===== src/ofdm_payload_pkg.sv =====
package ofdm_payload_pkg;

    //////////////////////////////////////////////////
    // types
    //////////////////////////////////////////////////

    typedef logic signed [15:0] sample_t;
    typedef logic [7:0]         byte_t;
    typedef logic [31:0]        group_word_t;
    typedef logic [7:0]         bin_index_t;
    typedef logic [7:0]         data_index_t;

    // code 3 falls back to bpsk
    typedef enum logic [1:0] {
        MOD_BPSK  = 2'd0,
        MOD_QPSK  = 2'd1,
        MOD_QAM16 = 2'd2
    } mod_t;

    typedef enum logic [1:0] {
        BIN_NULL,
        BIN_PILOT,
        BIN_DATA
    } bin_kind_t;

    //////////////////////////////////////////////////
    // symbol layout and amplitudes
    //////////////////////////////////////////////////

    localparam int GROUP_POINTS   = 8;
    localparam int N_DATA         = 192;
    localparam int N_BINS         = 256;
    localparam int LAST_USED_POS  = 100;
    localparam int FIRST_USED_NEG = 156;

    localparam sample_t BPSK_AMP   = 16'sd16384;
    localparam sample_t QPSK_AMP   = 16'sd11585;
    localparam sample_t QAM16_LOW  = 16'sd3663;
    localparam sample_t QAM16_HIGH = 16'sd10989;
    localparam sample_t PILOT_AMP  = 16'sd16384;

    // dc, guard band, pilots or data
    function automatic bin_kind_t bin_kind(input bin_index_t bin);
        bin_kind_t kind;
        if (bin == 0 || (bin > LAST_USED_POS && bin < FIRST_USED_NEG))
        begin
            kind = BIN_NULL;
        end
        else
        begin
            case (bin)
                8'd13, 8'd38, 8'd63, 8'd88,
                8'd168, 8'd193, 8'd218, 8'd243: kind = BIN_PILOT;
                default:                        kind = BIN_DATA;
            endcase
        end
        return kind;
    endfunction

    // I of a pilot bin, Q of a pilot is always zero
    function automatic sample_t pilot_value(input bin_index_t bin);
        return (bin < FIRST_USED_NEG) ? PILOT_AMP : -PILOT_AMP;
    endfunction

    function automatic logic [2:0] bytes_per_group(input mod_t mod);
        logic [2:0] n;
        case (mod)
            MOD_QPSK:  n = 3'd2;
            MOD_QAM16: n = 3'd4;
            default:   n = 3'd1;
        endcase
        return n;
    endfunction

    //////////////////////////////////////////////////
    // mapping rule
    //////////////////////////////////////////////////

    function automatic sample_t sign_level(input logic b, input sample_t amp);
        return b ? -amp : amp;
    endfunction

    // gray coded levels, msb is the sign
    function automatic sample_t qam16_level(input logic [1:0] code);
        sample_t level;
        case (code)
            2'b00:   level = QAM16_HIGH;
            2'b01:   level = QAM16_LOW;
            2'b11:   level = -QAM16_LOW;
            default: level = -QAM16_HIGH;
        endcase
        return level;
    endfunction

    function automatic sample_t map_point_i(input group_word_t word, input mod_t mod,
                                            input int k);
        sample_t value;
        case (mod)
            MOD_QPSK:  value = sign_level(word[2*k], QPSK_AMP);
            MOD_QAM16: value = qam16_level(word[4*k +: 2]);
            default:   value = sign_level(word[k], BPSK_AMP);
        endcase
        return value;
    endfunction

    function automatic sample_t map_point_q(input group_word_t word, input mod_t mod,
                                            input int k);
        sample_t value;
        case (mod)
            MOD_QPSK:  value = sign_level(word[2*k+1], QPSK_AMP);
            MOD_QAM16: value = qam16_level(word[4*k+2 +: 2]);
            default:   value = 16'sd0;
        endcase
        return value;
    endfunction

endpackage

===== src/bit_packer.sv =====
`timescale 1ns/1ps

module bit_packer (
    input  logic                         clk,
    input  logic                         reset,
    input  logic                         byte_valid_i,
    input  ofdm_payload_pkg::byte_t      byte_i,
    input  ofdm_payload_pkg::mod_t       modulation_i,
    input  logic                         full_i,
    output logic                         group_valid_o,
    output ofdm_payload_pkg::group_word_t group_word_o
);
    import ofdm_payload_pkg::*;

    logic [1:0] byte_cnt;
    logic [2:0] last_cnt;
    logic       accept;
    logic       last_byte;

    // bytes are dropped while the symbol is full or being sent
    assign accept    = byte_valid_i && !full_i;
    assign last_cnt  = bytes_per_group(modulation_i) - 3'd1;
    assign last_byte = ({1'b0, byte_cnt} == last_cnt);

    //////////////////////////////////////////////////
    // byte count and group strobe
    //////////////////////////////////////////////////

    always_ff @(posedge clk)
    begin
        if (reset)
        begin
            byte_cnt      <= 2'd0;
            group_valid_o <= 1'b0;
        end
        else
        begin
            group_valid_o <= 1'b0;
            if (accept)
            begin
                if (last_byte)
                begin
                    byte_cnt      <= 2'd0;
                    group_valid_o <= 1'b1;
                end
                else
                begin
                    byte_cnt <= byte_cnt + 2'd1;
                end
            end
        end
    end

    //////////////////////////////////////////////////
    // group word
    //////////////////////////////////////////////////

    // byte 0 lands in the low bits
    always_ff @(posedge clk)
    begin
        if (accept)
        begin
            group_word_o[byte_cnt*8 +: 8] <= byte_i;
        end
    end

endmodule


===== config.mk =====
export PLATFORM = sky130hd
export DESIGN_NAME = bit_packer
export DESIGN_NICKNAME = d
export VERILOG_FILES = /design/src/ofdm_payload_pkg.sv /design/src/bit_packer.sv
export SDC_FILE = /design/constraint.sdc
export NUM_CORES = 1
export LEC_CHECK = 0
export ABC_AREA = 1
export BUFFER_PORTS_ARGS = -buffer_cell sky130_fd_sc_hd__clkbuf_2
export CORE_MARGIN = 3
export CORE_UTILIZATION = 50
export CTS_CLUSTER_DIAMETER = 150
export DETAILED_ROUTE_END_ITERATION = 10
export GPL_ROUTABILITY_DRIVEN = 0
export GPL_TIMING_DRIVEN = 0
export PLACE_DENSITY_LB_ADDON = 0.12
export SYNTH_ARGS = -nofsm -noshare
export SYNTH_HDL_FRONTEND = slang
export SYNTH_SLANG_ARGS = --single-unit

===== constraint.sdc =====
create_clock -name clk -period 2 [get_ports clk]
set_input_delay 0.2 -clock clk [delete_from_list [all_inputs] [get_ports clk]]
set_output_delay 0.2 -clock clk [all_outputs]
set_load 0.005 [all_outputs]

==> summary.json <==
{
  "status": {"value": "complete, no violations"},
  "tightestPinTransition": {"value": 662.9, "unit": "ps"},
  "fp.dieW": {"value": 62.24, "unit": "um"},
  "avgRoutedWirePerCell": {"value": 12.57, "unit": "um"},
  "switching_share": {"value": 0.2581},
  "dpl.cell_count": {"value": 221},
  "hold_violations": {"value": 0},
  "grtUsageMet1": {"value": 0.2024},
  "tritoncts": {"value": "yes"},
  "netlist_instances": {"value": 133},
  "share_clk_of_total_power": {"value": 0.248},
  "synthArstFlopShare": {"value": 0},
  "crit_chain": {"value": "buf_6 -> inv_8 -> ha_1 -> inv_1 -> nor2_1"},
  "first_global_vias": {"value": 1072},
  "leakagePower": {"value": 0.8065, "unit": "nW"},
  "cts_hold_buf": {"value": 0},
  "hold_class": {"value": "primary input to register"},
  "tmin_final": {"value": 1775, "unit": "ps"},
  "via_count": {"value": 1093},
  "clk_lat_worst_skew": {"value": 320, "unit": "ps"},
  "syn_area_per_cell": {"value": 11.89, "unit": "um2"},
  "synth_unique_cells": {"value": 19},
  "holdPathEnd": {"value": "group_valid_o"},
  "groute.layer.met2.usage": {"value": 0.2796},
  "yosysTopAreaCell": {"value": "edfxtp_1"},
  "setup_tns": {"value": 0, "unit": "ps"},
  "worstHoldPathCells": {"value": 2},
  "mappedNetlistNets": {"value": 154},
  "cts.repair.resized": {"value": 0},
  "antenna-diode-count": {"value": 0},
  "detail_route.wirelength": {"value": 2879, "unit": "um"},
  "worstSetupEndpointType": {"value": "register"},
  "synth.top_cell.area_share": {"value": 0.6076},
  "setup_viol": {"value": 0},
  "grt_use_total": {"value": 0.1675},
  "grt_use_met3": {"value": 0.04144},
  "aggregate_global_routing_overflow": {"value": 0},
  "total_switching_power": {"value": 0.3526, "unit": "mW"},
  "place_hpwl": {"value": 2287, "unit": "um"},
  "clock_sinks": {"value": 35},
  "cts_root_buf": {"value": "clkbuf_4"},
  "grt_first_pass_wirelength": {"value": 4981, "unit": "um"},
  "drt.antenna.violating_nets": {"value": 0},
  "cts-htree-levels": {"value": 2},
  "crit_path_top_delay_cell": {"value": "nor2_1"},
  "synth_area_leaders": {"value": "edfxtp_1, nor2_1, ha_1"},
  "placement_rows": {"value": 19},
  "logic_pwr_share": {"value": 0.147},
  "yosys.cell_count.top_type": {"value": "edfxtp_1"},
  "yosysSeqAreaShare": {"value": 0.6456},
  "critical_path.startpoint_type": {"value": "register"},
  "synth_top_cells_by_count": {"value": "edfxtp_1, nor2_1, inv_1"},
  "synth-seq-cells": {"value": 35},
  "pre_cts_ws": {"value": 228.4, "unit": "ps"},
  "r2r_start": {"value": "byte_cnt[0]"},
  "dr.pass1.iters": {"value": 4},
  "grt_setup_unrepaired": {"value": "false"},
  "power.density_cell_area": {"value": 714.2, "unit": "nW/um2"},
  "cts-buffers-inserted": {"value": 5},
  "pins_over_slew_limit": {"value": 0},
  "crit-reg2reg-capture": {"value": "group_word_o[7]"},
  "power_report.internal_total": {"value": 1.014, "unit": "mW"},
  "min_from": {"value": "reset"},
  "core": {"value": 2877, "unit": "um2"},
  "max_stage_delay": {"value": 490, "unit": "ps"},
  "clkSlewWorstSetupHoldPaths": {"value": 90, "unit": "ps"},
  "cts.repair_timing.setup_buffer_count": {"value": 0},
  "grt_peak_use_layer": {"value": "met2"},
  "r2r_slack": {"value": 230, "unit": "ps"},
  "grt_max_degree": {"value": 11},
  "synth_edf_count": {"value": 32},
  "die-height": {"value": 62.24, "unit": "um"},
  "warnings_synthesis": {"value": 0},
  "die_area": {"value": 3874, "unit": "um2"},
  "worst_clock_skew": {"value": 7.312, "unit": "ps"},
  "fin_cells": {"value": 229},
  "crit_arrival": {"value": 1740, "unit": "ps"},
  "fillerInstances": {"value": 242},
  "p_seq_frac": {"value": 0.604},
  "synth_area": {"value": 1582, "unit": "um2"},
  "nets": {"value": 207},
  "reg2reg_depth": {"value": 5},
  "io_pins": {"value": 47},
  "vdd.ir_drop.worst": {"value": 0.4241, "unit": "mV"},
  "timing.critical_path.from": {"value": "byte_cnt[0]"},
  "number_of_buffer_cells_added_on_primary_ports": {"value": 46},
  "max_capacitance_violation_total": {"value": 0},
  "drt_first_iter_violations": {"value": 30},
  "critical_path_fanouts_max": {"value": 10},
  "timing.critical_path.required": {"value": 1960, "unit": "ps"},
  "post-route-worst-setup-slack": {"value": 225.4, "unit": "ps"},
  "crit_type": {"value": "register to register"},
  "clockBufferDepth": {"value": 2},
  "timing.max_slew.rel_slack": {"value": 0.5564},
  "antenna_found_initial": {"value": 0},
  "routed_via_density": {"value": 4.773},
  "layout_worst_path_cycle_share": {"value": 0.8873},
  "post_route_cells_drive_above_1_share": {"value": 0.3797},
  "post_detailed_route_drc_marker_count": {"value": 0},
  "syn2layout_area_growth": {"value": 20.96, "unit": "%"},
  "initial_core_util": {"value": 0.5498},
  "timing.fmax": {"value": 563.5, "unit": "MHz"},
  "synth_ff_type": {"value": "edfxtp_1"}
}
==> sequential cells by signal (all words and copies together) (netlist names) <==
signal         cells
byte_cnt           2
group_valid_o      1
group_word_o      32
==> worst max-delay path by stage <==
stage          cells past startpoint  slack, ps              end
4_1_cts                            5        220  group_word_o[0]
3_5_place_dp                       5        230  group_word_o[0]
5_1_grt                            5         30  group_word_o[3]
2_1_floorplan                      5        400  group_word_o[0]
6_report                           5        230  group_word_o[7]
3_3_place_gp                       5        260  group_word_o[5]
==> layout by cell type, fill, tap and decap left out, types with 2 or more instances in the layout <==
cell	count
ha_1	7
nand3_1	8
nand2_4	3
nor3_2	7
edfxtp_1	32
nand2_1	5
clkinv_1	2
clkbuf_4	5
nor2_1	25
nor3_1	9
nand2_2	4
clkbuf_2	46
inv_1	22
dfxtp_1	3
==> stage by stage <==
step                      instance area, um2  utilization  total power [mW]  hold WS, ps
after CTS                               1913       0.6651             1.381        18.90
after global placement                  1864       0.6481             1.038        379.6
after detailed placement                1864       0.6481             1.045        380.6
after floorplan                         1582            -            0.9818        272.4
after global routing                    1913       0.6651             1.446        23.88
final                                   1913       0.6651             1.366        34.53
==> cells by family (layout without fill, tap and decap cells) <==
kind of cell             count (synthesis)  count (layout)  share of synthesized area
AO/OA/AOI/OAI                            1               1                   0.003162
XOR/XNOR                                 1               1                   0.005539
adder cells (fa/ha/maj)                  7               7                    0.05538
buffers and inverters                   26              80                    0.07357
flip-flops                              35              35                     0.6456
AND/OR/NAND/NOR                         63              63                     0.2168
==> power by group through the flow <==
stage / Combinational [mW] / Clock [mW] / Sequential (mW)
finish: 0.201 / 0.339 / 0.826
global route: 0.229 / 0.389 / 0.828
CTS: 0.203 / 0.351 / 0.826
detailed placement: 0.202 / 0 / 0.842
global placement: 0.196 / 0 / 0.842
floorplan: 0.138 / 0 / 0.844
==> metal layers <==
metal,vias to the layer above,share of wire
met4,0,0.011
met1,495,0.42
li1,545,-
met2,49,0.48
met3,4,0.084
met5,-,0
==> worst max-delay path: cells and delay by family (launching register included) <==
kind	cells	cell delay [ps]
simple gates	1	490
flops	1	350
buf+inv	3	330
fa+ha+maj	1	250
==> cell type report <==
class / count / area (um2) / share of cell area
inverter: 24 / 97.59 / 0.05101
buffer: 2 / 18.77 / 0.009810
sequential: 35 / 1021 / 0.5337
multi-input combinational: 72 / 444.2 / 0.2322
clock inverter: 2 / 7.507 / 0.003924
clock buffer: 6 / 41.29 / 0.02158
tap: 42 / 52.55 / 0.02747
timing repair buffer: 46 / 230.2 / 0.1203
No activity file was read; power rests on OpenSTA's default activity.
