File: config.mk
export PLATFORM = sky130hd
export DESIGN_NAME = constellation_mapper_flat
export DESIGN_NICKNAME = d
export VERILOG_FILES = /design/src/ofdm_payload_pkg.sv /design/src/mapped_group_if.sv /design/src/constellation_mapper.sv /design/src/flat_wrapper.sv
export SDC_FILE = /design/constraint.sdc
export NUM_CORES = 1
export LEC_CHECK = 0
export BUFFER_PORTS_ARGS = -buffer_cell sky130_fd_sc_hd__buf_2
export CAP_MARGIN = 10
export CORE_ASPECT_RATIO = 0.7
export CORE_MARGIN = 3
export CORE_UTILIZATION = 33
export DETAILED_ROUTE_END_ITERATION = 10
export PLACE_DENSITY_LB_ADDON = 0.08
export SYNTH_ARGS = -nofsm -noshare
export SYNTH_HDL_FRONTEND = slang
export SYNTH_SLANG_ARGS = --single-unit
File: constraint.sdc
create_clock -name clk -period 3.1 [get_ports clk]
set_input_delay 0.31 -clock clk [delete_from_list [all_inputs] [get_ports clk]]
set_output_delay 0.31 -clock clk [all_outputs]
set_load 0.01 [all_outputs]
File: src/ofdm_payload_pkg.sv
package ofdm_payload_pkg;

    //////////////////////////////////////////////////
    // types
    //////////////////////////////////////////////////

    typedef logic signed [15:0] sample_t;
    typedef logic [7:0]         byte_t;
    typedef logic [31:0]        group_word_t;
    typedef logic [7:0]         bin_index_t;
    typedef logic [7:0]         data_index_t;

    // code 3 falls back to bpsk
    typedef enum logic [1:0] {
        MOD_BPSK  = 2'd0,
        MOD_QPSK  = 2'd1,
        MOD_QAM16 = 2'd2
    } mod_t;

    typedef enum logic [1:0] {
        BIN_NULL,
        BIN_PILOT,
        BIN_DATA
    } bin_kind_t;

    //////////////////////////////////////////////////
    // symbol layout and amplitudes
    //////////////////////////////////////////////////

    localparam int GROUP_POINTS   = 8;
    localparam int N_DATA         = 192;
    localparam int N_BINS         = 256;
    localparam int LAST_USED_POS  = 100;
    localparam int FIRST_USED_NEG = 156;

    localparam sample_t BPSK_AMP   = 16'sd16384;
    localparam sample_t QPSK_AMP   = 16'sd11585;
    localparam sample_t QAM16_LOW  = 16'sd3663;
    localparam sample_t QAM16_HIGH = 16'sd10989;
    localparam sample_t PILOT_AMP  = 16'sd16384;

    // dc, guard band, pilots or data
    function automatic bin_kind_t bin_kind(input bin_index_t bin);
        bin_kind_t kind;
        if (bin == 0 || (bin > LAST_USED_POS && bin < FIRST_USED_NEG))
        begin
            kind = BIN_NULL;
        end
        else
        begin
            case (bin)
                8'd13, 8'd38, 8'd63, 8'd88,
                8'd168, 8'd193, 8'd218, 8'd243: kind = BIN_PILOT;
                default:                        kind = BIN_DATA;
            endcase
        end
        return kind;
    endfunction

    // I of a pilot bin, Q of a pilot is always zero
    function automatic sample_t pilot_value(input bin_index_t bin);
        return (bin < FIRST_USED_NEG) ? PILOT_AMP : -PILOT_AMP;
    endfunction

    function automatic logic [2:0] bytes_per_group(input mod_t mod);
        logic [2:0] n;
        case (mod)
            MOD_QPSK:  n = 3'd2;
            MOD_QAM16: n = 3'd4;
            default:   n = 3'd1;
        endcase
        return n;
    endfunction

    //////////////////////////////////////////////////
    // mapping rule
    //////////////////////////////////////////////////

    function automatic sample_t sign_level(input logic b, input sample_t amp);
        return b ? -amp : amp;
    endfunction

    // gray coded levels, msb is the sign
    function automatic sample_t qam16_level(input logic [1:0] code);
        sample_t level;
        case (code)
            2'b00:   level = QAM16_HIGH;
            2'b01:   level = QAM16_LOW;
            2'b11:   level = -QAM16_LOW;
            default: level = -QAM16_HIGH;
        endcase
        return level;
    endfunction

    function automatic sample_t map_point_i(input group_word_t word, input mod_t mod,
                                            input int k);
        sample_t value;
        case (mod)
            MOD_QPSK:  value = sign_level(word[2*k], QPSK_AMP);
            MOD_QAM16: value = qam16_level(word[4*k +: 2]);
            default:   value = sign_level(word[k], BPSK_AMP);
        endcase
        return value;
    endfunction

    function automatic sample_t map_point_q(input group_word_t word, input mod_t mod,
                                            input int k);
        sample_t value;
        case (mod)
            MOD_QPSK:  value = sign_level(word[2*k+1], QPSK_AMP);
            MOD_QAM16: value = qam16_level(word[4*k+2 +: 2]);
            default:   value = 16'sd0;
        endcase
        return value;
    endfunction

endpackage
File: src/mapped_group_if.sv
`timescale 1ns/1ps

interface mapped_group_if;
    import ofdm_payload_pkg::*;

    // one strobe per group of eight points
    logic    valid;
    sample_t point_i [GROUP_POINTS];
    sample_t point_q [GROUP_POINTS];

    modport mapper (
        output valid,
        output point_i,
        output point_q
    );

    // no back-pressure, buffer drops groups while full
    modport buffer (
        input valid,
        input point_i,
        input point_q
    );

endinterface

File: src/constellation_mapper.sv
`timescale 1ns/1ps

module constellation_mapper (
    input  logic                          clk,
    input  logic                          reset,
    input  logic                          group_valid_i,
    input  ofdm_payload_pkg::group_word_t group_word_i,
    input  ofdm_payload_pkg::mod_t        modulation_i,
    mapped_group_if.mapper                grp
);
    import ofdm_payload_pkg::*;

    sample_t mapped_i [GROUP_POINTS];
    sample_t mapped_q [GROUP_POINTS];

    //////////////////////////////////////////////////
    // all eight points in parallel
    //////////////////////////////////////////////////

    // point k takes its bits from k * bits-per-point upward
    always_comb
    begin
        for (int k = 0; k < GROUP_POINTS; k++)
        begin
            mapped_i[k] = map_point_i(group_word_i, modulation_i, k);
            mapped_q[k] = map_point_q(group_word_i, modulation_i, k);
        end
    end

    //////////////////////////////////////////////////
    // output register
    //////////////////////////////////////////////////

    always_ff @(posedge clk)
    begin
        if (reset)
        begin
            grp.valid <= 1'b0;
        end
        else
        begin
            grp.valid <= group_valid_i;
        end
    end

    // points only change when a new group comes in
    always_ff @(posedge clk)
    begin
        if (group_valid_i)
        begin
            for (int k = 0; k < GROUP_POINTS; k++)
            begin
                grp.point_i[k] <= mapped_i[k];
                grp.point_q[k] <= mapped_q[k];
            end
        end
    end

endmodule

File: src/flat_wrapper.sv
// flat-port wrapper written by rule: the top's interface ports become plain ports
module constellation_mapper_flat import ofdm_payload_pkg::*;
  (clk, reset, group_valid_i, group_word_i, modulation_i, grp_valid, grp_point_i, grp_point_q);
  mapped_group_if grp_i ();
  input  logic clk;
  input  logic reset;
  input  logic group_valid_i;
  input  ofdm_payload_pkg::group_word_t group_word_i;
  input  ofdm_payload_pkg::mod_t modulation_i;
  output wire logic [$bits(grp_i.valid)-1:0] grp_valid;
  output wire logic [$bits(grp_i.point_i)-1:0] grp_point_i;
  output wire logic [$bits(grp_i.point_q)-1:0] grp_point_q;
  assign grp_valid = grp_i.valid;
  assign grp_point_i = {>>{grp_i.point_i}};
  assign grp_point_q = {>>{grp_i.point_q}};
  constellation_mapper u_core (.clk(clk), .reset(reset), .group_valid_i(group_valid_i), .group_word_i(group_word_i), .modulation_i(modulation_i), .grp(grp_i));
endmodule
==> reports/summary.txt <==
result of the run: finished clean
starting density of the core: 33.8%
layout cell share with drive strength beyond 1: 41.0%
worst supply voltage drop on vdd: 0.000350 V
post-CTS clock slew at the launch and capture registers of the worst setup and hold paths: 0.06 ns
Final Hold Vio Count: 0
HPWL after detailed placement: 14300 um
Longest Clk Path Bufs: 2
slew at the pin closest to its max-slew limit: 0.619 ns
Post-synth EDFFs: 145
kind of end point of the critical path: register
unrepaired setup endpoints after global routing: false
floorplan die width: 189 um
die extent in y: 134 um
core occupancy in the finished layout: 40.4%
Yosys top cell by area: sky130_fd_sc_hd__edfxtp_1
PwrDens: 567 nW/um^2
number of placement rows: 46
Final nets: 925
maximum number of pins on one net before global-route repair: 63
root buffer cell: sky130_fd_sc_hd__clkbuf_16
yosys synthesis warning count: 0
number of DRC violations after detailed routing: 0
Final Slew Violations: 0
H-tree level count: 4
Critical Path AT: 1.92 ns
final setup violation count: 0
Post-Route Setup TNS: 0 ns
worst-case setup slack after placement: 0.958 ns
delay of the slowest cell on the worst path: 0.52 ns
number of diodes: 0
Slowest-stage cell, CP: sky130_fd_sc_hd__ha_4
port bufs: 293
Mapped Area: 7700 sq um
leakage power figure: 4.01 nW
mean cell area of the mapped netlist: 12.0 sq um
number of filler cells placed in the layout: 2273
Mapped Cells: 640
drt first-iter violations: 304
distinct cell type count of the synthesized netlist: 22
minimum setup slack in the final design: 1.43 ns
leading cell types by total area after synthesis: sky130_fd_sc_hd__edfxtp_1, sky130_fd_sc_hd__buf_4, sky130_fd_sc_hd__ha_1
number of buffers added by the clock tree synthesis step: 17
post-synthesis xor/xnor area fraction: 0%
area inside the core boundary: 22800 sq um
critical path class: primary input to register
global-route total usage across every layer: 15.2%
DR vias: 5163
sort of element at the start of the critical path: primary input
data required time at the worst endpoint: 3.35 ns
total power after layout: 5.23 mW
number of gates resized after cts: 0
first-pass GRT wire length: 29400 um
number of setup buffers added after CTS: 0
clock tree from TritonCTS: yes
number of iterations in the first detailed-routing pass: 4
area of combinational cells with multiple inputs: 2160 sq um
Synth Flop Type: sky130_fd_sc_hd__edfxtp_1
number of antenna violations at the first check in global routing: 1
crit-path leading delay family: buffers and inverters
max-cap violation count: 0
Wirelength per Cell: 17.2 um
area share of the largest cell type after synthesis: 56.5%
antenna-violating nets left: 0
I/O pins: 294
final weighted congestion in routability-driven placement: 0.755
Congestion Overflow GR: 0
area delta synth->final: 19.6%
upper clock frequency limit: 598 MHz
sum of routed wire length over all layers: 19700 um
normalized max-slew margin: 58.7%
number of register bits inferred by synthesis: 146
share of synthesized flip-flops with an asynchronous set or reset: 0%
CP max FO: 41
buffers and inverters on the worst path: 3
area share of and/or/nand/nor cells after synthesis: 5.41%
post-route fraction of the period consumed by the critical path: 54.0%
shortest clock period the worst path allows after layout: 1.67 ns
largest family of logic cells by synthesized area: buffers and inverters
Total Die Area: 25200 sq um
sequential cell area fraction in the yosys report: 56.8%
vias in the first global route: 4938
proportion of synthesized area in mux cells: 0%
Via density: 4.50
sequence of cells on the critical path: buf_2 > inv_1 > ha_4 > clkinv_1 > nand3_1 > a21boi_0
sequential standard cell area: 4370 sq um
complex-gate fraction of the synthesized area: 11.7%
Sinks on Clock Net: 146
path category of the worst min-delay check: primary input to register
number of buffers added to fix hold violations after cts: 0
number of nets produced by synthesis: 743
post-synthesis adder-cell area fraction: 10.7%
## power breakdown
group | total [mW] | switching (mW) | leakage [nW] | internal, mW
clock network | 1.93 | 0.828 | 0.251 | 1.10
registers | 2.46 | 0.0824 | 1.40 | 2.37
logic | 0.840 | 0.534 | 2.36 | 0.306
total | 5.23 | 1.45 | 4.01 | 3.78
## worst paths after layout
| check | cells past startpoint | slack, ns | to | from |
|---|---|---|---|---|
| worst min-delay path | 2 | 0.04 | u_core.grp.valid$_SDFF_PP0_ | reset |
| worst max-delay path | 6 | 1.43 | u_core.grp.point_i[95]$_DFFE_PP_ | modulation_i[0] |
## state kept, by name, indices dropped and copies added, names as in the netlist
register,flops
u_core.grp.point_q,65
u_core.grp.point_i,80
u_core.grp.valid,1
## Yosys cell counts (4+ instances only)
master and n:
sky130_fd_sc_hd__o211ai_1 15, sky130_fd_sc_hd__nand2b_1 16, sky130_fd_sc_hd__o21ai_0 19, sky130_fd_sc_hd__nand3_1 8, sky130_fd_sc_hd__inv_1 49, sky130_fd_sc_hd__clkbuf_1 10
sky130_fd_sc_hd__nand2_1 36, sky130_fd_sc_hd__buf_2 5, sky130_fd_sc_hd__a21boi_0 7, sky130_fd_sc_hd__buf_6 4, sky130_fd_sc_hd__a21oi_1 127, sky130_fd_sc_hd__ha_1 66
sky130_fd_sc_hd__nand2_4 12, sky130_fd_sc_hd__buf_4 114, sky130_fd_sc_hd__edfxtp_1 145
## final cells by class
class                   instances  share of cell area (%)
flip-flops and latches        146                    47.5
multi-input cells             308                    23.5
repair buffers                299                    16.9
clock buffers                  19                    4.70
well taps                     312                    4.24
inverters                      50                    2.04
clock inverters                13                    1.21
## per-stage QoR
step / instances / hold WS, ns / instance area, sq um
2_1_floorplan: 640 / 0.382 / 7700
3_3_place_gp: 1115 / 0.470 / 8670
3_5_place_dp: 1115 / 0.468 / 8670
4_1_cts: 1147 / 0.0176 / 9210
5_1_grt: 1147 / 0.0254 / 9210
6_report: 1147 / 0.0382 / 9210
## cell families (layout without fill, tap and decap cells)
kind of cell               Yosys count  count (layout)
and+or+nand+nor                     73              73
adders and majority gates           66              66
AOI/OAI and AO/OA                  169             169
buffers and inverters              186             381
DFF                                146             146
## routing by layer
layer	track usage [%]	vias to the layer above	share of wire, %
met2	23.4	192	45
met1	21.5	2473	47
met3	4.34	14	7.4
li1	-	2482	-
met5	0	-	0.066
met4	3.51	2	0.89
## cell usage in the layout, fill, tap and decap left out, types with 5 or more instances in the layout
cell                         Yosys  final
sky130_fd_sc_hd__nand2_4        12     12
sky130_fd_sc_hd__o21ai_0        19     19
sky130_fd_sc_hd__a21oi_1       127    127
sky130_fd_sc_hd__nand2b_1       16     16
sky130_fd_sc_hd__ha_1           66     64
sky130_fd_sc_hd__a21boi_0        7      7
sky130_fd_sc_hd__nand3_1         8      8
sky130_fd_sc_hd__clkbuf_16       0     17
sky130_fd_sc_hd__o211ai_1       15     15
sky130_fd_sc_hd__nand2_1        36     36
sky130_fd_sc_hd__inv_1          49     49
sky130_fd_sc_hd__buf_2           5    292
sky130_fd_sc_hd__clkinvlp_4      0      5
sky130_fd_sc_hd__edfxtp_1      145    145
Power figures use the tool's default switching activity.
