### src/ofdm_payload_pkg.sv
package ofdm_payload_pkg;

    //////////////////////////////////////////////////
    // types
    //////////////////////////////////////////////////

    typedef logic signed [15:0] sample_t;
    typedef logic [7:0]         byte_t;
    typedef logic [31:0]        group_word_t;
    typedef logic [7:0]         bin_index_t;
    typedef logic [7:0]         data_index_t;

    // code 3 falls back to bpsk
    typedef enum logic [1:0] {
        MOD_BPSK  = 2'd0,
        MOD_QPSK  = 2'd1,
        MOD_QAM16 = 2'd2
    } mod_t;

    typedef enum logic [1:0] {
        BIN_NULL,
        BIN_PILOT,
        BIN_DATA
    } bin_kind_t;

    //////////////////////////////////////////////////
    // symbol layout and amplitudes
    //////////////////////////////////////////////////

    localparam int GROUP_POINTS   = 8;
    localparam int N_DATA         = 192;
    localparam int N_BINS         = 256;
    localparam int LAST_USED_POS  = 100;
    localparam int FIRST_USED_NEG = 156;

    localparam sample_t BPSK_AMP   = 16'sd16384;
    localparam sample_t QPSK_AMP   = 16'sd11585;
    localparam sample_t QAM16_LOW  = 16'sd3663;
    localparam sample_t QAM16_HIGH = 16'sd10989;
    localparam sample_t PILOT_AMP  = 16'sd16384;

    // dc, guard band, pilots or data
    function automatic bin_kind_t bin_kind(input bin_index_t bin);
        bin_kind_t kind;
        if (bin == 0 || (bin > LAST_USED_POS && bin < FIRST_USED_NEG))
        begin
            kind = BIN_NULL;
        end
        else
        begin
            case (bin)
                8'd13, 8'd38, 8'd63, 8'd88,
                8'd168, 8'd193, 8'd218, 8'd243: kind = BIN_PILOT;
                default:                        kind = BIN_DATA;
            endcase
        end
        return kind;
    endfunction

    // I of a pilot bin, Q of a pilot is always zero
    function automatic sample_t pilot_value(input bin_index_t bin);
        return (bin < FIRST_USED_NEG) ? PILOT_AMP : -PILOT_AMP;
    endfunction

    function automatic logic [2:0] bytes_per_group(input mod_t mod);
        logic [2:0] n;
        case (mod)
            MOD_QPSK:  n = 3'd2;
            MOD_QAM16: n = 3'd4;
            default:   n = 3'd1;
        endcase
        return n;
    endfunction

    //////////////////////////////////////////////////
    // mapping rule
    //////////////////////////////////////////////////

    function automatic sample_t sign_level(input logic b, input sample_t amp);
        return b ? -amp : amp;
    endfunction

    // gray coded levels, msb is the sign
    function automatic sample_t qam16_level(input logic [1:0] code);
        sample_t level;
        case (code)
            2'b00:   level = QAM16_HIGH;
            2'b01:   level = QAM16_LOW;
            2'b11:   level = -QAM16_LOW;
            default: level = -QAM16_HIGH;
        endcase
        return level;
    endfunction

    function automatic sample_t map_point_i(input group_word_t word, input mod_t mod,
                                            input int k);
        sample_t value;
        case (mod)
            MOD_QPSK:  value = sign_level(word[2*k], QPSK_AMP);
            MOD_QAM16: value = qam16_level(word[4*k +: 2]);
            default:   value = sign_level(word[k], BPSK_AMP);
        endcase
        return value;
    endfunction

    function automatic sample_t map_point_q(input group_word_t word, input mod_t mod,
                                            input int k);
        sample_t value;
        case (mod)
            MOD_QPSK:  value = sign_level(word[2*k+1], QPSK_AMP);
            MOD_QAM16: value = qam16_level(word[4*k+2 +: 2]);
            default:   value = 16'sd0;
        endcase
        return value;
    endfunction

endpackage
### src/subcarrier_assembler.sv
`timescale 1ns/1ps

module subcarrier_assembler (
    input  logic                          clk,
    input  logic                          reset,
    input  logic                          full_i,
    input  logic                          out_ready_i,
    output ofdm_payload_pkg::data_index_t rd_index_o,
    input  ofdm_payload_pkg::sample_t     rd_i_i,
    input  ofdm_payload_pkg::sample_t     rd_q_i,
    output logic                          out_valid_o,
    output ofdm_payload_pkg::sample_t     out_i_o,
    output ofdm_payload_pkg::sample_t     out_q_o,
    output ofdm_payload_pkg::bin_index_t  bin_index_o,
    output logic                          release_o,
    output logic                          symbol_done_o
);
    import ofdm_payload_pkg::*;

    localparam bin_index_t LAST_BIN = bin_index_t'(N_BINS - 1);

    typedef enum logic [1:0] {
        IDLE,
        STREAM,
        DONE
    } state_t;

    state_t      state;
    bin_index_t  bin_cnt;
    data_index_t data_idx;
    bin_kind_t   kind;
    sample_t     bin_i;
    sample_t     bin_q;
    logic        send;

    assign send       = (state == STREAM) && out_ready_i;
    assign rd_index_o = data_idx;

    //////////////////////////////////////////////////
    // bin contents
    //////////////////////////////////////////////////

    always_comb
    begin
        kind = bin_kind(bin_cnt);
        case (kind)
            BIN_PILOT:
            begin
                bin_i = pilot_value(bin_cnt);
                bin_q = 16'sd0;
            end
            BIN_DATA:
            begin
                bin_i = rd_i_i;
                bin_q = rd_q_i;
            end
            default:
            begin
                bin_i = 16'sd0;
                bin_q = 16'sd0;
            end
        endcase
    end

    //////////////////////////////////////////////////
    // control FSM
    //////////////////////////////////////////////////

    always_ff @(posedge clk)
    begin
        if (reset)
        begin
            state         <= IDLE;
            bin_cnt       <= '0;
            data_idx      <= '0;
            bin_index_o   <= '0;
            out_valid_o   <= 1'b0;
            release_o     <= 1'b0;
            symbol_done_o <= 1'b0;
        end
        else
        begin
            out_valid_o   <= 1'b0;
            release_o     <= 1'b0;
            symbol_done_o <= 1'b0;
            case (state)
                IDLE:
                begin
                    // full is still high while the release is in flight
                    if (full_i && !release_o)
                    begin
                        state    <= STREAM;
                        bin_cnt  <= '0;
                        data_idx <= '0;
                    end
                end
                STREAM:
                begin
                    if (out_ready_i)
                    begin
                        out_valid_o <= 1'b1;
                        bin_index_o <= bin_cnt;
                        bin_cnt     <= bin_cnt + 8'd1;
                        if (kind == BIN_DATA)
                        begin
                            data_idx <= data_idx + 8'd1;
                        end
                        if (bin_cnt == LAST_BIN)
                        begin
                            state <= DONE;
                        end
                    end
                end
                DONE:
                begin
                    release_o     <= 1'b1;
                    symbol_done_o <= 1'b1;
                    state         <= IDLE;
                end
                default:
                begin
                    state <= IDLE;
                end
            endcase
        end
    end

    // sample registers follow the bin they belong to
    always_ff @(posedge clk)
    begin
        if (send)
        begin
            out_i_o <= bin_i;
            out_q_o <= bin_q;
        end
    end

endmodule

### config.mk
export PLATFORM = sky130hd
export DESIGN_NAME = subcarrier_assembler
export DESIGN_NICKNAME = d
export VERILOG_FILES = /design/src/ofdm_payload_pkg.sv /design/src/subcarrier_assembler.sv
export SDC_FILE = /design/constraint.sdc
export NUM_CORES = 1
export LEC_CHECK = 0
export ABC_AREA = 1
export BUFFER_PORTS_ARGS = -buffer_cell sky130_fd_sc_hd__buf_2
export CELL_PAD_IN_SITES_DETAIL_PLACEMENT = 1
export CELL_PAD_IN_SITES_GLOBAL_PLACEMENT = 1
export CORE_UTILIZATION = 35
export CTS_CLUSTER_SIZE = 24
export DETAILED_ROUTE_END_ITERATION = 7
export GPL_TIMING_DRIVEN = 0
export HOLD_SLACK_MARGIN = 0.06
export PLACE_DENSITY_LB_ADDON = 0.1
export SLEW_MARGIN = 30
export SYNTH_ARGS = -nofsm -noshare
export SYNTH_HDL_FRONTEND = slang
export SYNTH_SLANG_ARGS = --single-unit
### constraint.sdc
create_clock -name clk -period 3.25 [get_ports clk]
set_clock_uncertainty 0.05 [all_clocks]
set_input_delay 0.1625 -clock clk [delete_from_list [all_inputs] [get_ports clk]]
set_output_delay 0.1625 -clock clk [all_outputs]
set_load 0.005 [all_outputs]
==> results of run 1 <==
[layout make-up]
type                    count  area [um2]  area share
plain buffers               9        52.6      0.0146
clock buffers               9         124      0.0344
clock inverters             7        67.6      0.0188
inverters                  53         199      0.0552
multi-input cells         195         963       0.267
flip-flops and latches     60        1520       0.422
well taps                  99         124      0.0344
repair buffers             98         551       0.153
[worst reg2reg max path, stage by stage, from the launching register on]
cell and delay, ps:
dfxtp_1 460, nand2_2 200, inv_2 120, nand2_1 140, inv_2 200, buf_2 740
[layer usage]
| layer | wire length, um | up-vias | share of wire | global-route usage |
|---|---|---|---|---|
| li1 | - | 1248 | - | - |
| met1 | 3300 | 1162 | 0.46 | 0.236 |
| met2 | 3430 | 75 | 0.48 | 0.301 |
| met3 | 333 | 9 | 0.046 | 0.0438 |
| met4 | 106 | 0 | 0.015 | 0.0753 |
| met5 | 0 | - | 0 | 0 |
[flip-flops by register name, summed over array words and instances, names as in the netlist]
register       count
out_valid_o        1
bin_cnt            8
rd_index_o         8
out_q_o           16
symbol_done_o      1
out_i_o           16
bin_index_o        8
state              2
[worst paths after layout]
| kind | startpoint | end | slack [ps] |
|---|---|---|---|
| setup / recovery | state[0]$_SDFFE_PP0P_ | out_q_o[7]$_SDFFCE_PP0P_ | 950 |
| hold / removal | rd_q_i[1] | out_q_o[1]$_SDFFCE_PP0P_ | 70 |
| setup reg to reg | state[0]$_SDFFE_PP0P_ | out_q_o[7]$_SDFFCE_PP0P_ | 950 |
| hold reg to reg | state[1]$_SDFFE_PP0P_ | symbol_done_o$_SDFF_PP0_ | 470 |
[logic make-up after synthesis]
family / Yosys count / synth area share
XOR/XNOR: 2 / 0.00640
buffers and inverters: 62 / 0.0919
flip-flops: 60 / 0.556
AND/OR/NAND/NOR: 142 / 0.228
adder cells (fa/ha/maj): 5 / 0.0229
AO/OA/AOI/OAI: 46 / 0.0951
[through the flow]
step | area [um2] | hold WS, ps | utilization | instances | power (uW)
2_1_floorplan | 2740 | 182 | - | 317 | 974
3_3_place_gp | 3290 | 391 | 0.444 | 502 | 1060
3_5_place_dp | 3290 | 388 | 0.444 | 502 | 1060
4_1_cts | 3600 | 61.0 | 0.486 | 530 | 1730
5_1_grt | 3600 | 76.8 | 0.486 | 530 | 1790
6_report | 3600 | 67.7 | 0.486 | 530 | 1710
[cell usage in the layout, fill, tap and decap left out, drive strengths merged, types with 5 or more instances in the layout]
master	synthesis	final
a21oi	27	27
nand2	44	44
nand3	23	23
clkbuf	1	10
nor2	62	62
o21ai	13	13
edfxtp	32	32
dfxtp	28	28
nand4	5	5
ha	5	5
dlygate4sd3	0	12
inv	53	53
nor3	6	6
buf	8	94
[power by group]
group / internal (uW) / total [uW] / switching [uW]
logic: 84.0 / 199 / 115
registers: 836 / 856 / 20.0
clock network: 349 / 653 / 304
==> key figures, run 1 <==
Worst setup path
  • Largest fanout on the critical path: 41
  • Critical path arrival: 2220 ps
  • Critical path cell sequence: nand2_2 > inv_2 > nand2_1 > inv_2 > buf_2
  • Crit-path max cell delay: 740 ps
  • Cell mode on critical path: inv_2
  • CP Class: flip-flop to flip-flop
  • Slowest CP cell: buf_2
  • Crit path depth: 5
  • Cell family with most CP delay: buffers and inverters
  • CP endpoint kind: flip-flop
  • Worst r2r path cells: 5
  • CP Data Required Time: between 3000 and 4000 ps
  • Critical path buffer and inverter count: 3
  • CP startpoint kind: flip-flop

Clock tree
  • Skew-Pair Late Insertion Delay: approximately 340 ps
  • Clock Tree Buf Depth: 2
  • CTS resizes: 0
  • # H-tree levels: 3
  • Cts hold-fix bufs: 12
  • Postcts setup bufs: 0
  • Root Driver: clkbuf_8
  • Total CTS buffers: 9
  • Sink Count: 60
  • Worst-path clk slew: 70 ps
  • CTS tree: yes

Yosys
  • Top area cells in the synthesized netlist: edfxtp_1 (35%), dfxtp_1 (20%), nor2_1 (8.1%)
  • Seq/Total Area, Yosys: 0.556
  • Synth Warn #: 0
  • Main synth FF type: edfxtp_1
  • Synth top cells by count: nor2_1 (59), inv_1 (48), nand2_1 (42)
  • Synth unique cells: 29
  • Post-synth net total: about 360
  • Avg Cell Area, Syn: 8.63 um2
  • Share of the synthesized area in the top cell type: 0.351
  • Mapped cell area: 2740 um2
  • Mapped Cells: 317
  • Ys async rst share: 0
  • Count leader, synth: nor2_1
  • Area leader, netlist: edfxtp_1
  • Yosys reg bits: 60
  • Number of enable flip-flop cells after synthesis: 32

Global routing
  • Initial antenna violation count: 0
  • Total grt overflow: 0
  • Vias in the first global route: about 2400
  • All-Layer GR Usage: 0.185
  • First-pass GRT wire length: ~12000 um
  • Largest net degree at the start of global routing: 42

Floorplanning
  • Die area: 8180 um2
  • Die W: approximately 90 um
  • Core box area: ~7400 um2
  • Starting density of the core: 0.369
  • Core Rows: 31
  • Die height: approximately 90 um
  • # IOs: just under 90

Final layout
  • Nets: 467
  • Filler cells: 940
  • Fraction of layout cells with a size suffix above 1: 0.290
  • # diodes: 0
  • Syn-to-layout area delta: 31.6%

Placed design
  • Routability cong.: 0.828
  • Pre-CTS setup slack: 963 ps
  • DP HPWL: between 5000 and 6000 um
  • Count of buffers from port buffering: 86

Drt
  • Detail Route Antenna Nets: 0
  • DRC: 0
  • DR iter-0 viols: 67
  • Final wirelength: 7170 um
  • Iteration count of the initial detailed-routing pass: 4
  • Via density: roughly 4.7
  • Avg WL per Cell: 13.5 um
  • DR vias: roughly 2500

STA
  • Setup TNS: 0 ps
  • Final-report setup violation count: 0
  • RSZ-0062 raised after global routing: false
  • Pins Over Slew Limit: 0
  • Fin worst setup slack: 954 ps
  • Hold Fails Final Rpt: 0
  • Max-slew headroom at the worst pin: 0.400
  • Post-route minimum period: approximately 2300 ps
  • Final Cycle Share: 0.707
  • Worst slew pin tran: ~900 ps
  • Fmax: roughly 440 MHz

Power and ir drop
  • Pwr Density: 474 nW/um2
  • Static Leakage: 0.00172 uW
  • Worst vdd ir: ~0.21 mV

Status
  • Status: finished clean

Hold path
  • WHS Path Cells: 3
  • Worst hold path type: input port to flip-flop

Flow run
  • Max Cap Viol: 0
Power figures use the tool's default switching activity.
==> inputs of run 2 (changes only) <==
--- a/config.mk
+++ b/config.mk
@@ -5,7 +5,7 @@
 export SDC_FILE = /design/constraint.sdc
 export NUM_CORES = 1
 export LEC_CHECK = 0
-export ABC_AREA = 1
+export ABC_AREA = 0
 export BUFFER_PORTS_ARGS = -buffer_cell sky130_fd_sc_hd__buf_2
 export CELL_PAD_IN_SITES_DETAIL_PLACEMENT = 1
 export CELL_PAD_IN_SITES_GLOBAL_PLACEMENT = 1
==> constraint.sdc (replaced) <==
create_clock -name clk -period 2.3 [get_ports clk]
set_clock_uncertainty 0.05 [all_clocks]
set_input_delay 0.115 -clock clk [delete_from_list [all_inputs] [get_ports clk]]
set_output_delay 0.115 -clock clk [all_outputs]
set_load 0.005 [all_outputs]
==> key figures, run 2 <==
Global routing
  • First-pass GRT wire length: 13200 um (was 11800 um)
  • All-Layer GR Usage: 0.210 (was 0.185)
  • Vias in the first global route: 2527 (was 2444)
  • Initial antenna violation count: 0 (unchanged)
  • Total grt overflow: 0 (unchanged)
  • Largest net degree at the start of global routing: 42 (unchanged)

Floorplanning
  • Starting density of the core: 0.368 (was 0.369)
  • Die area: 8060 um2 (was 8180 um2)
  • Core Rows: 31 (unchanged)
  • Core box area: 7330 um2 (was 7410 um2)
  • # IOs: 87 (unchanged)
  • Die height: 89.8 um (was 90.4 um)
  • Die W: 89.8 um (was 90.4 um)

Placed design
  • Count of buffers from port buffering: 85 (was 86)
  • Routability cong.: 0.752 (was 0.828)
  • DP HPWL: 5030 um (was 5120 um)
  • Post-DP Area: 3250 um2 (was 3290 um2)

STA
  • Max-slew headroom at the worst pin: 0.627 (was 0.400)
  • Fmax: 463 MHz (was 436 MHz)
  • Final Cycle Share: 0.939 (was 0.707)
  • RSZ-0062 raised after global routing: false (unchanged)
  • Hold Fails Final Rpt: 0 (unchanged)
  • Final-report setup violation count: 0 (unchanged)
  • Pins Over Slew Limit: 0 (unchanged)
  • Worst slew pin tran: 559 ps (was 900 ps)
  • Post-route minimum period: 2160 ps (was 2300 ps)
  • Fin Hold WS: 88.7 ps (was 67.7 ps)

Clock tree
  • Root Driver: clkbuf_8 (unchanged)
  • Total CTS buffers: 9 (unchanged)
  • Sink Count: 60 (unchanged)
  • # H-tree levels: 3 (unchanged)
  • CTS tree: yes (unchanged)
  • Worst-path clk slew: 70 ps (about the same)
  • Clock Tree Buf Depth: 2 (unchanged)
  • Skew-Pair Late Insertion Delay: 340 ps (about the same)

Final layout
  • Commonest non-fill, non-tap cell in the layout: buf_2 (unchanged)
  • Fraction of layout cells with a size suffix above 1: 0.311 (was 0.290)
  • Post-Layout Inst Area: 3750 um2 (was 3600 um2)
  • Utilization after layout: 0.512 (was 0.486)
  • # diodes: 0 (unchanged)
  • Syn-to-layout area delta: 39.3% (was 31.6%)
  • Largest regs: out_i_o: 16 flops, out_q_o: 16 flops (unchanged)
  • Nets: 422 (was 467)
  • Commonest non-fill, non-tap cells in the layout: buf_2 (89), and3_1 (35), dlygate4sd3_1 (32), edfxtp_1 (32), dfxtp_1 (27) (was buf_2 (92), nor2_1 (59), inv_1 (48))
  • Filler cells: 867 (was 940)

Yosys
  • Ys async rst share: 0 (unchanged)
  • Synth top cells by count: and3_1 (35), edfxtp_1 (32), dfxtp_1 (28) (was nor2_1 (59), inv_1 (48), nand2_1 (42))
  • Number of enable flip-flop cells after synthesis: 32 (unchanged)
  • Mapped Cells: 253 (was 317)
  • Top area cells in the synthesized netlist: edfxtp_1 (36%), dfxtp_1 (21%), and3_1 (8.1%) (was edfxtp_1 (35%), dfxtp_1 (20%), nor2_1 (8.1%))
  • Yosys reg bits: 60 (unchanged)
  • Seq/Total Area, Yosys: 0.564 (was 0.556)
  • Avg Cell Area, Syn: 10.7 um2 (was 8.63 um2)
  • Main synth FF type: edfxtp_1 (unchanged)
  • Synth unique cells: 47 (was 29)
  • Area leader, netlist: edfxtp_1 (unchanged)
  • Share of the synthesized area in the top cell type: 0.356 (was 0.351)
  • Mapped cell area: 2700 um2 (was 2740 um2)
  • Synth Warn #: 0 (unchanged)
  • Post-synth net total: 294 (was 358)
  • Count leader, synth: and3_1 (was nor2_1)

Drt
  • DRC: 0 (unchanged)
  • Iteration count of the initial detailed-routing pass: 4 (unchanged)
  • DR iter-0 viols: 78 (was 67)
  • Detail Route Antenna Nets: 0 (unchanged)
  • Final wirelength: 7790 um (was 7170 um)
  • Via density: 4.94 (was 4.71)
  • Avg WL per Cell: 16.1 um (was 13.5 um)
  • DR vias: 2398 (was 2494)

Worst setup path
  • CP Class: flip-flop to flip-flop (unchanged)
  • Crit path capture: out_i_o[3]$_DFFE_PP_ (was out_q_o[7]$_SDFFCE_PP0P_)
  • CP endpoint kind: flip-flop (unchanged)
  • CP Data Required Time: 2340 ps (was 3170 ps)
  • Worst r2r path cells: 7 (was 5)
  • CP startpoint kind: flip-flop (unchanged)
  • FF-to-FF End: out_i_o[3]$_DFFE_PP_ (was out_q_o[7]$_SDFFCE_PP0P_)
  • Reg-to-reg slack, setup: 140 ps (was 950 ps)
  • Worst Setup SP: bin_cnt[7]$_SDFFE_PP0P_ (was state[0]$_SDFFE_PP0P_)
  • Critical path arrival: 2200 ps (was 2220 ps)
  • Reg2Reg Launch Point: bin_cnt[7]$_SDFFE_PP0P_ (was state[0]$_SDFFE_PP0P_)
  • Largest fanout on the critical path: 10 (was 41)

Power and ir drop
  • Static Leakage: 0.00163 uW (was 0.00172 uW)
  • Total power: 2210 uW (was 1710 uW)
  • Pwr Density: 589 nW/um2 (was 474 nW/um2)
  • Worst vdd ir: 0.273 mV (was 0.213 mV)

Status
  • Status: finished clean (unchanged)

Hold path
  • Worst hold path type: input port to flip-flop (unchanged)

Flow run
  • Max Cap Viol: 0 (unchanged)
## run 2: changes by cell type after synthesis, moves of 4 or more
cell,delta
and3_1,+35
inv_1,-42
nand2_1,-17
nor2_1,-43
clkbuf_1,+10
nand2b_1,+7
nand3_1,-13
inv_2,-5
a31oi_1,+9
o21ai_0,-9
a21oi_1,-17
a41oi_1,+4
## run 2: worst max-delay path, stage by stage, from the launching register on
cell and delay, ps:
dfxtp_1 340, buf_6 150, or4bb_1 490, o31a_1 170
o221a_4 280, buf_6 140, buf_6 130, and3_1 160
## run 2: logic make-up (layout without fill, tap and decap cells)
kind of cell    count (synthesis)  in the layout  synth area share
compound gates                 44             44             0.116
xor+xnor                        6              6            0.0195
fa+ha+maj                       5              5            0.0232
buf+inv                        25            158            0.0464
flops                          60             60             0.564
simple gates                  113            113             0.230
## run 2: timing repair
action,in CTS,in global routing
buffers inserted,0,0
pin swaps,0,0
endpoints found under the setup margin,8,40
gates cloned,0,0
hold buffers,32,0
endpoints found under the hold margin,32,0
resized for setup,1,18
## run 2: final cells by class
class / instances / area [um2] / area share
repair buffers: 117 / 746 / 0.199
plain buffers: 19 / 118 / 0.0313
inverters: 6 / 22.5 / 0.00600
clock buffers: 10 / 128 / 0.0340
flip-flops and latches: 60 / 1520 / 0.406
multi-input cells: 168 / 1050 / 0.281
clock inverters: 6 / 41.3 / 0.0110
well taps: 99 / 124 / 0.0330
## run 2: routing by layer
metal	track usage	routed length [um]	vias to the layer above
met5	0	0	-
met4	0.101	143	0
met3	0.0347	336	9
met2	0.359	3880	73
met1	0.256	3430	1130
li1	-	-	1186
## run 2: where the power goes
| part | switching [uW] | internal (uW) |
|---|---|---|
| Clock | 444 | 389 |
| Sequential | 11.7 | 1160 |
| Combinational | 103 | 107 |
| Total | 559 | 1650 |
## run 2: through the flow
| stage | TNS [ps] | instances | setup WS [ps] |
|---|---|---|---|
| after floorplan | 0 | 253 | 324 |
| after global placement | -123 | 437 | -38.5 |
| after detailed placement | -340 | 437 | -82.8 |
| after CTS | 0 | 485 | 79.0 |
| after global routing | 0 | 485 | 23.3 |
| final | 0 | 485 | 139 |
## run 2: how the worst min path moves through the flow
stage                     from                       to  cells past startpoint
finish                   reset  bin_cnt[0]$_SDFFE_PP0P_                      2
global route             reset  bin_cnt[0]$_SDFFE_PP0P_                      2
CTS                      reset  bin_cnt[0]$_SDFFE_PP0P_                      2
detailed placement  rd_i_i[14]    out_i_o[14]$_DFFE_PP_                      2
global placement    rd_i_i[14]    out_i_o[14]$_DFFE_PP_                      2
floorplan           rd_i_i[14]    out_i_o[14]$_DFFE_PP_                      1
==> inputs of run 3 (changes only) <==
--- a/config.mk
+++ b/config.mk
@@ -9,7 +9,7 @@
 export BUFFER_PORTS_ARGS = -buffer_cell sky130_fd_sc_hd__buf_2
 export CELL_PAD_IN_SITES_DETAIL_PLACEMENT = 1
 export CELL_PAD_IN_SITES_GLOBAL_PLACEMENT = 1
-export CORE_UTILIZATION = 35
+export CORE_UTILIZATION = 38
 export CTS_CLUSTER_SIZE = 24
 export DETAILED_ROUTE_END_ITERATION = 7
 export GPL_TIMING_DRIVEN = 0
==> key figures, run 3 (same netlist as run 2, synthesis figures left out) <==
Clock tree
  • Worst-path clk slew: 80 ps (was 70 ps)
  • Clock Tree Buf Depth: 2 (unchanged)
  • Root Driver: clkbuf_8 (unchanged)
  • Sink Count: 60 (unchanged)
  • Total CTS buffers: 9 (unchanged)
  • CTS tree: yes (unchanged)
  • Postcts setup bufs: 0 (unchanged)
  • Skew-Pair Late Insertion Delay: 340 ps (about the same)
  • # H-tree levels: 3 (unchanged)

Placed design
  • Count of buffers from port buffering: 85 (unchanged)
  • DP HPWL: 4850 um (was 5030 um)
  • Placed cells: 434 (was 437)
  • Post-DP Area: 3240 um2 (was 3250 um2)
  • Routability cong.: 0.813 (was 0.752)

Floorplanning
  • Starting density of the core: 0.395 (was 0.368)
  • # IOs: 87 (unchanged)
  • Core box area: 6830 um2 (was 7330 um2)
  • Core Rows: 30 (was 31)
  • Die area: 7440 um2 (was 8060 um2)
  • Die W: 86.2 um (was 89.8 um)
  • Die height: 86.2 um (was 89.8 um)

Power and ir drop
  • Static Leakage: 0.00165 uW (was 0.00163 uW)
  • Pwr Density: 646 nW/um2 (was 589 nW/um2)
  • Total power: 2440 uW (was 2210 uW)
  • Worst vdd ir: 0.313 mV (was 0.273 mV)

STA
  • Max-slew headroom at the worst pin: 0.395 (was 0.627)
  • Hold Fails Final Rpt: 0 (unchanged)
  • Final-report setup violation count: 0 (unchanged)
  • Pins Over Slew Limit: 0 (unchanged)
  • Worst slew pin tran: 907 ps (was 559 ps)
  • Fmax: 464 MHz (was 463 MHz)
  • Final Cycle Share: 0.937 (was 0.939)
  • Post-route minimum period: 2150 ps (was 2160 ps)
  • RSZ-0062 raised after global routing: false (unchanged)

Worst setup path
  • Crit path depth: 6 (was 7)
  • Worst Setup SP: bin_cnt[3]$_SDFFE_PP0P_ (was bin_cnt[7]$_SDFFE_PP0P_)
  • Crit path capture: out_q_o[15]$_SDFFCE_PP0P_ (was out_i_o[3]$_DFFE_PP_)
  • Largest fanout on the critical path: 10 (unchanged)
  • Reg-to-reg slack, setup: 150 ps (was 140 ps)
  • Crit-path max cell delay: 550 ps (was 490 ps)
  • Critical path buffer and inverter count: 2 (was 3)
  • Cell mode on critical path: buf_6 (unchanged)
  • Cell family with most CP delay: simple AND/OR/NAND/NOR gates (unchanged)
  • CP startpoint kind: flip-flop (unchanged)
  • Critical path arrival: 2190 ps (was 2200 ps)
  • CP Class: flip-flop to flip-flop (unchanged)
  • FF-to-FF End: out_q_o[15]$_SDFFCE_PP0P_ (was out_i_o[3]$_DFFE_PP_)
  • Critical path cell sequence: or4b_1 > o22a_1 > o221a_4 > buf_6 > buf_6 > and3_1 (was buf_6 > or4bb_1 > o31a_1 > o221a_4 > buf_6 > buf_6 > and3_1)
  • Slowest CP cell: or4b_1 (was or4bb_1)
  • Worst r2r path cells: 6 (was 7)
  • CP endpoint kind: flip-flop (unchanged)
  • Reg2Reg Launch Point: bin_cnt[3]$_SDFFE_PP0P_ (was bin_cnt[7]$_SDFFE_PP0P_)
  • CP Data Required Time: 2340 ps (about the same)

Hold path
  • Worst hold path type: input port to flip-flop (unchanged)

Drt
  • Via density: 5.07 (was 4.94)
  • Iteration count of the initial detailed-routing pass: 4 (unchanged)
  • Avg WL per Cell: 16.4 um (was 16.1 um)
  • DR vias: 2440 (was 2398)
  • Final wirelength: 7880 um (was 7790 um)
  • DR iter-0 viols: 87 (was 78)
  • DRC: 0 (unchanged)
  • Detail Route Antenna Nets: 0 (unchanged)

Global routing
  • Initial antenna violation count: 0 (unchanged)
  • All-Layer GR Usage: 0.221 (was 0.210)
  • First-pass GRT wire length: 12400 um (was 13200 um)
  • Vias in the first global route: 2480 (was 2527)
  • Total grt overflow: 0 (unchanged)
  • Largest net degree at the start of global routing: 42 (unchanged)

Final layout
  • Commonest non-fill, non-tap cells in the layout: buf_2 (90), and3_1 (35), edfxtp_1 (32) (was buf_2 (89), and3_1 (35), dlygate4sd3_1 (32), edfxtp_1 (32), dfxtp_1 (27))
  • # diodes: 0 (unchanged)
  • Largest regs: out_i_o: 16 flops, out_q_o: 16 flops (unchanged)
  • Syn-to-layout area delta: 40.4% (was 39.3%)
  • Nets: 421 (was 422)
  • Fraction of layout cells with a size suffix above 1: 0.306 (was 0.311)
  • Post-Layout Inst Area: 3780 um2 (was 3750 um2)
  • Fin cells: 481 (was 485)
  • Commonest non-fill, non-tap cell in the layout: buf_2 (unchanged)
  • Multi-input gate area: 1050 um2 (about the same)
  • Register Area: 1520 um2 (about the same)
  • Filler cells: 819 (was 867)

Status
  • Status: finished clean (unchanged)

Flow run
  • Max Cap Viol: 0 (unchanged)
==> run 3: where the power goes <==
part / switching, uW / internal [uW]
Combinational: 105 / 105
Clock: 448 / 615
Sequential: 11.3 / 1160
Total: 564 / 1880
==> run 3: stage by stage <==
step                setup TNS [ps]  setup WS (ps)   util  hold WS (ps)
finish                           0            146  0.554          83.2
global route                     0           7.76  0.554          75.5
CTS                              0            103  0.553          73.1
detailed placement           -51.7          -22.9  0.475           370
global placement             -12.8          -9.87  0.475           352
floorplan                        0            324      -           265
==> run 3: area by class of cell <==
| cell class | instances | area share |
|---|---|---|
| Multi-Input combinational cell | 168 | 0.277 |
| Buffer | 19 | 0.0301 |
| Tap cell | 96 | 0.0317 |
| Sequential cell | 60 | 0.402 |
| Inverter | 6 | 0.00595 |
| Clock buffer | 9 | 0.0327 |
| Clock inverter | 7 | 0.0258 |
| Timing Repair Buffer | 116 | 0.194 |
==> run 3: repair_timing <==
action,in CTS,in global routing
endpoints found under the hold margin,31,0
resized for setup,1,13
hold buffers,31,0
endpoints found under the setup margin,6,36
==> run 3: per-layer routing <==
metal / part of all wire / GRT usage / routed length (um)
met1: 0.44 / 0.263 / 3450
met2: 0.50 / 0.386 / 3900
met3: 0.045 / 0.0467 / 358
met4: 0.022 / 0.0924 / 171
met5: 0 / 0 / 0
==> run 3: how the worst min path moves through the flow <==
stage	start	endpoint	depth (start not counted)
2_1_floorplan	rd_i_i[14]	out_i_o[14]$_DFFE_PP_	1
3_5_place_dp	rd_q_i[12]	out_q_o[12]$_SDFFCE_PP0P_	2
6_report	rd_i_i[15]	out_i_o[15]$_DFFE_PP_	2
3_3_place_gp	rd_i_i[14]	out_i_o[14]$_DFFE_PP_	2
4_1_cts	rd_i_i[15]	out_i_o[15]$_DFFE_PP_	2
5_1_grt	rd_i_i[15]	out_i_o[15]$_DFFE_PP_	2
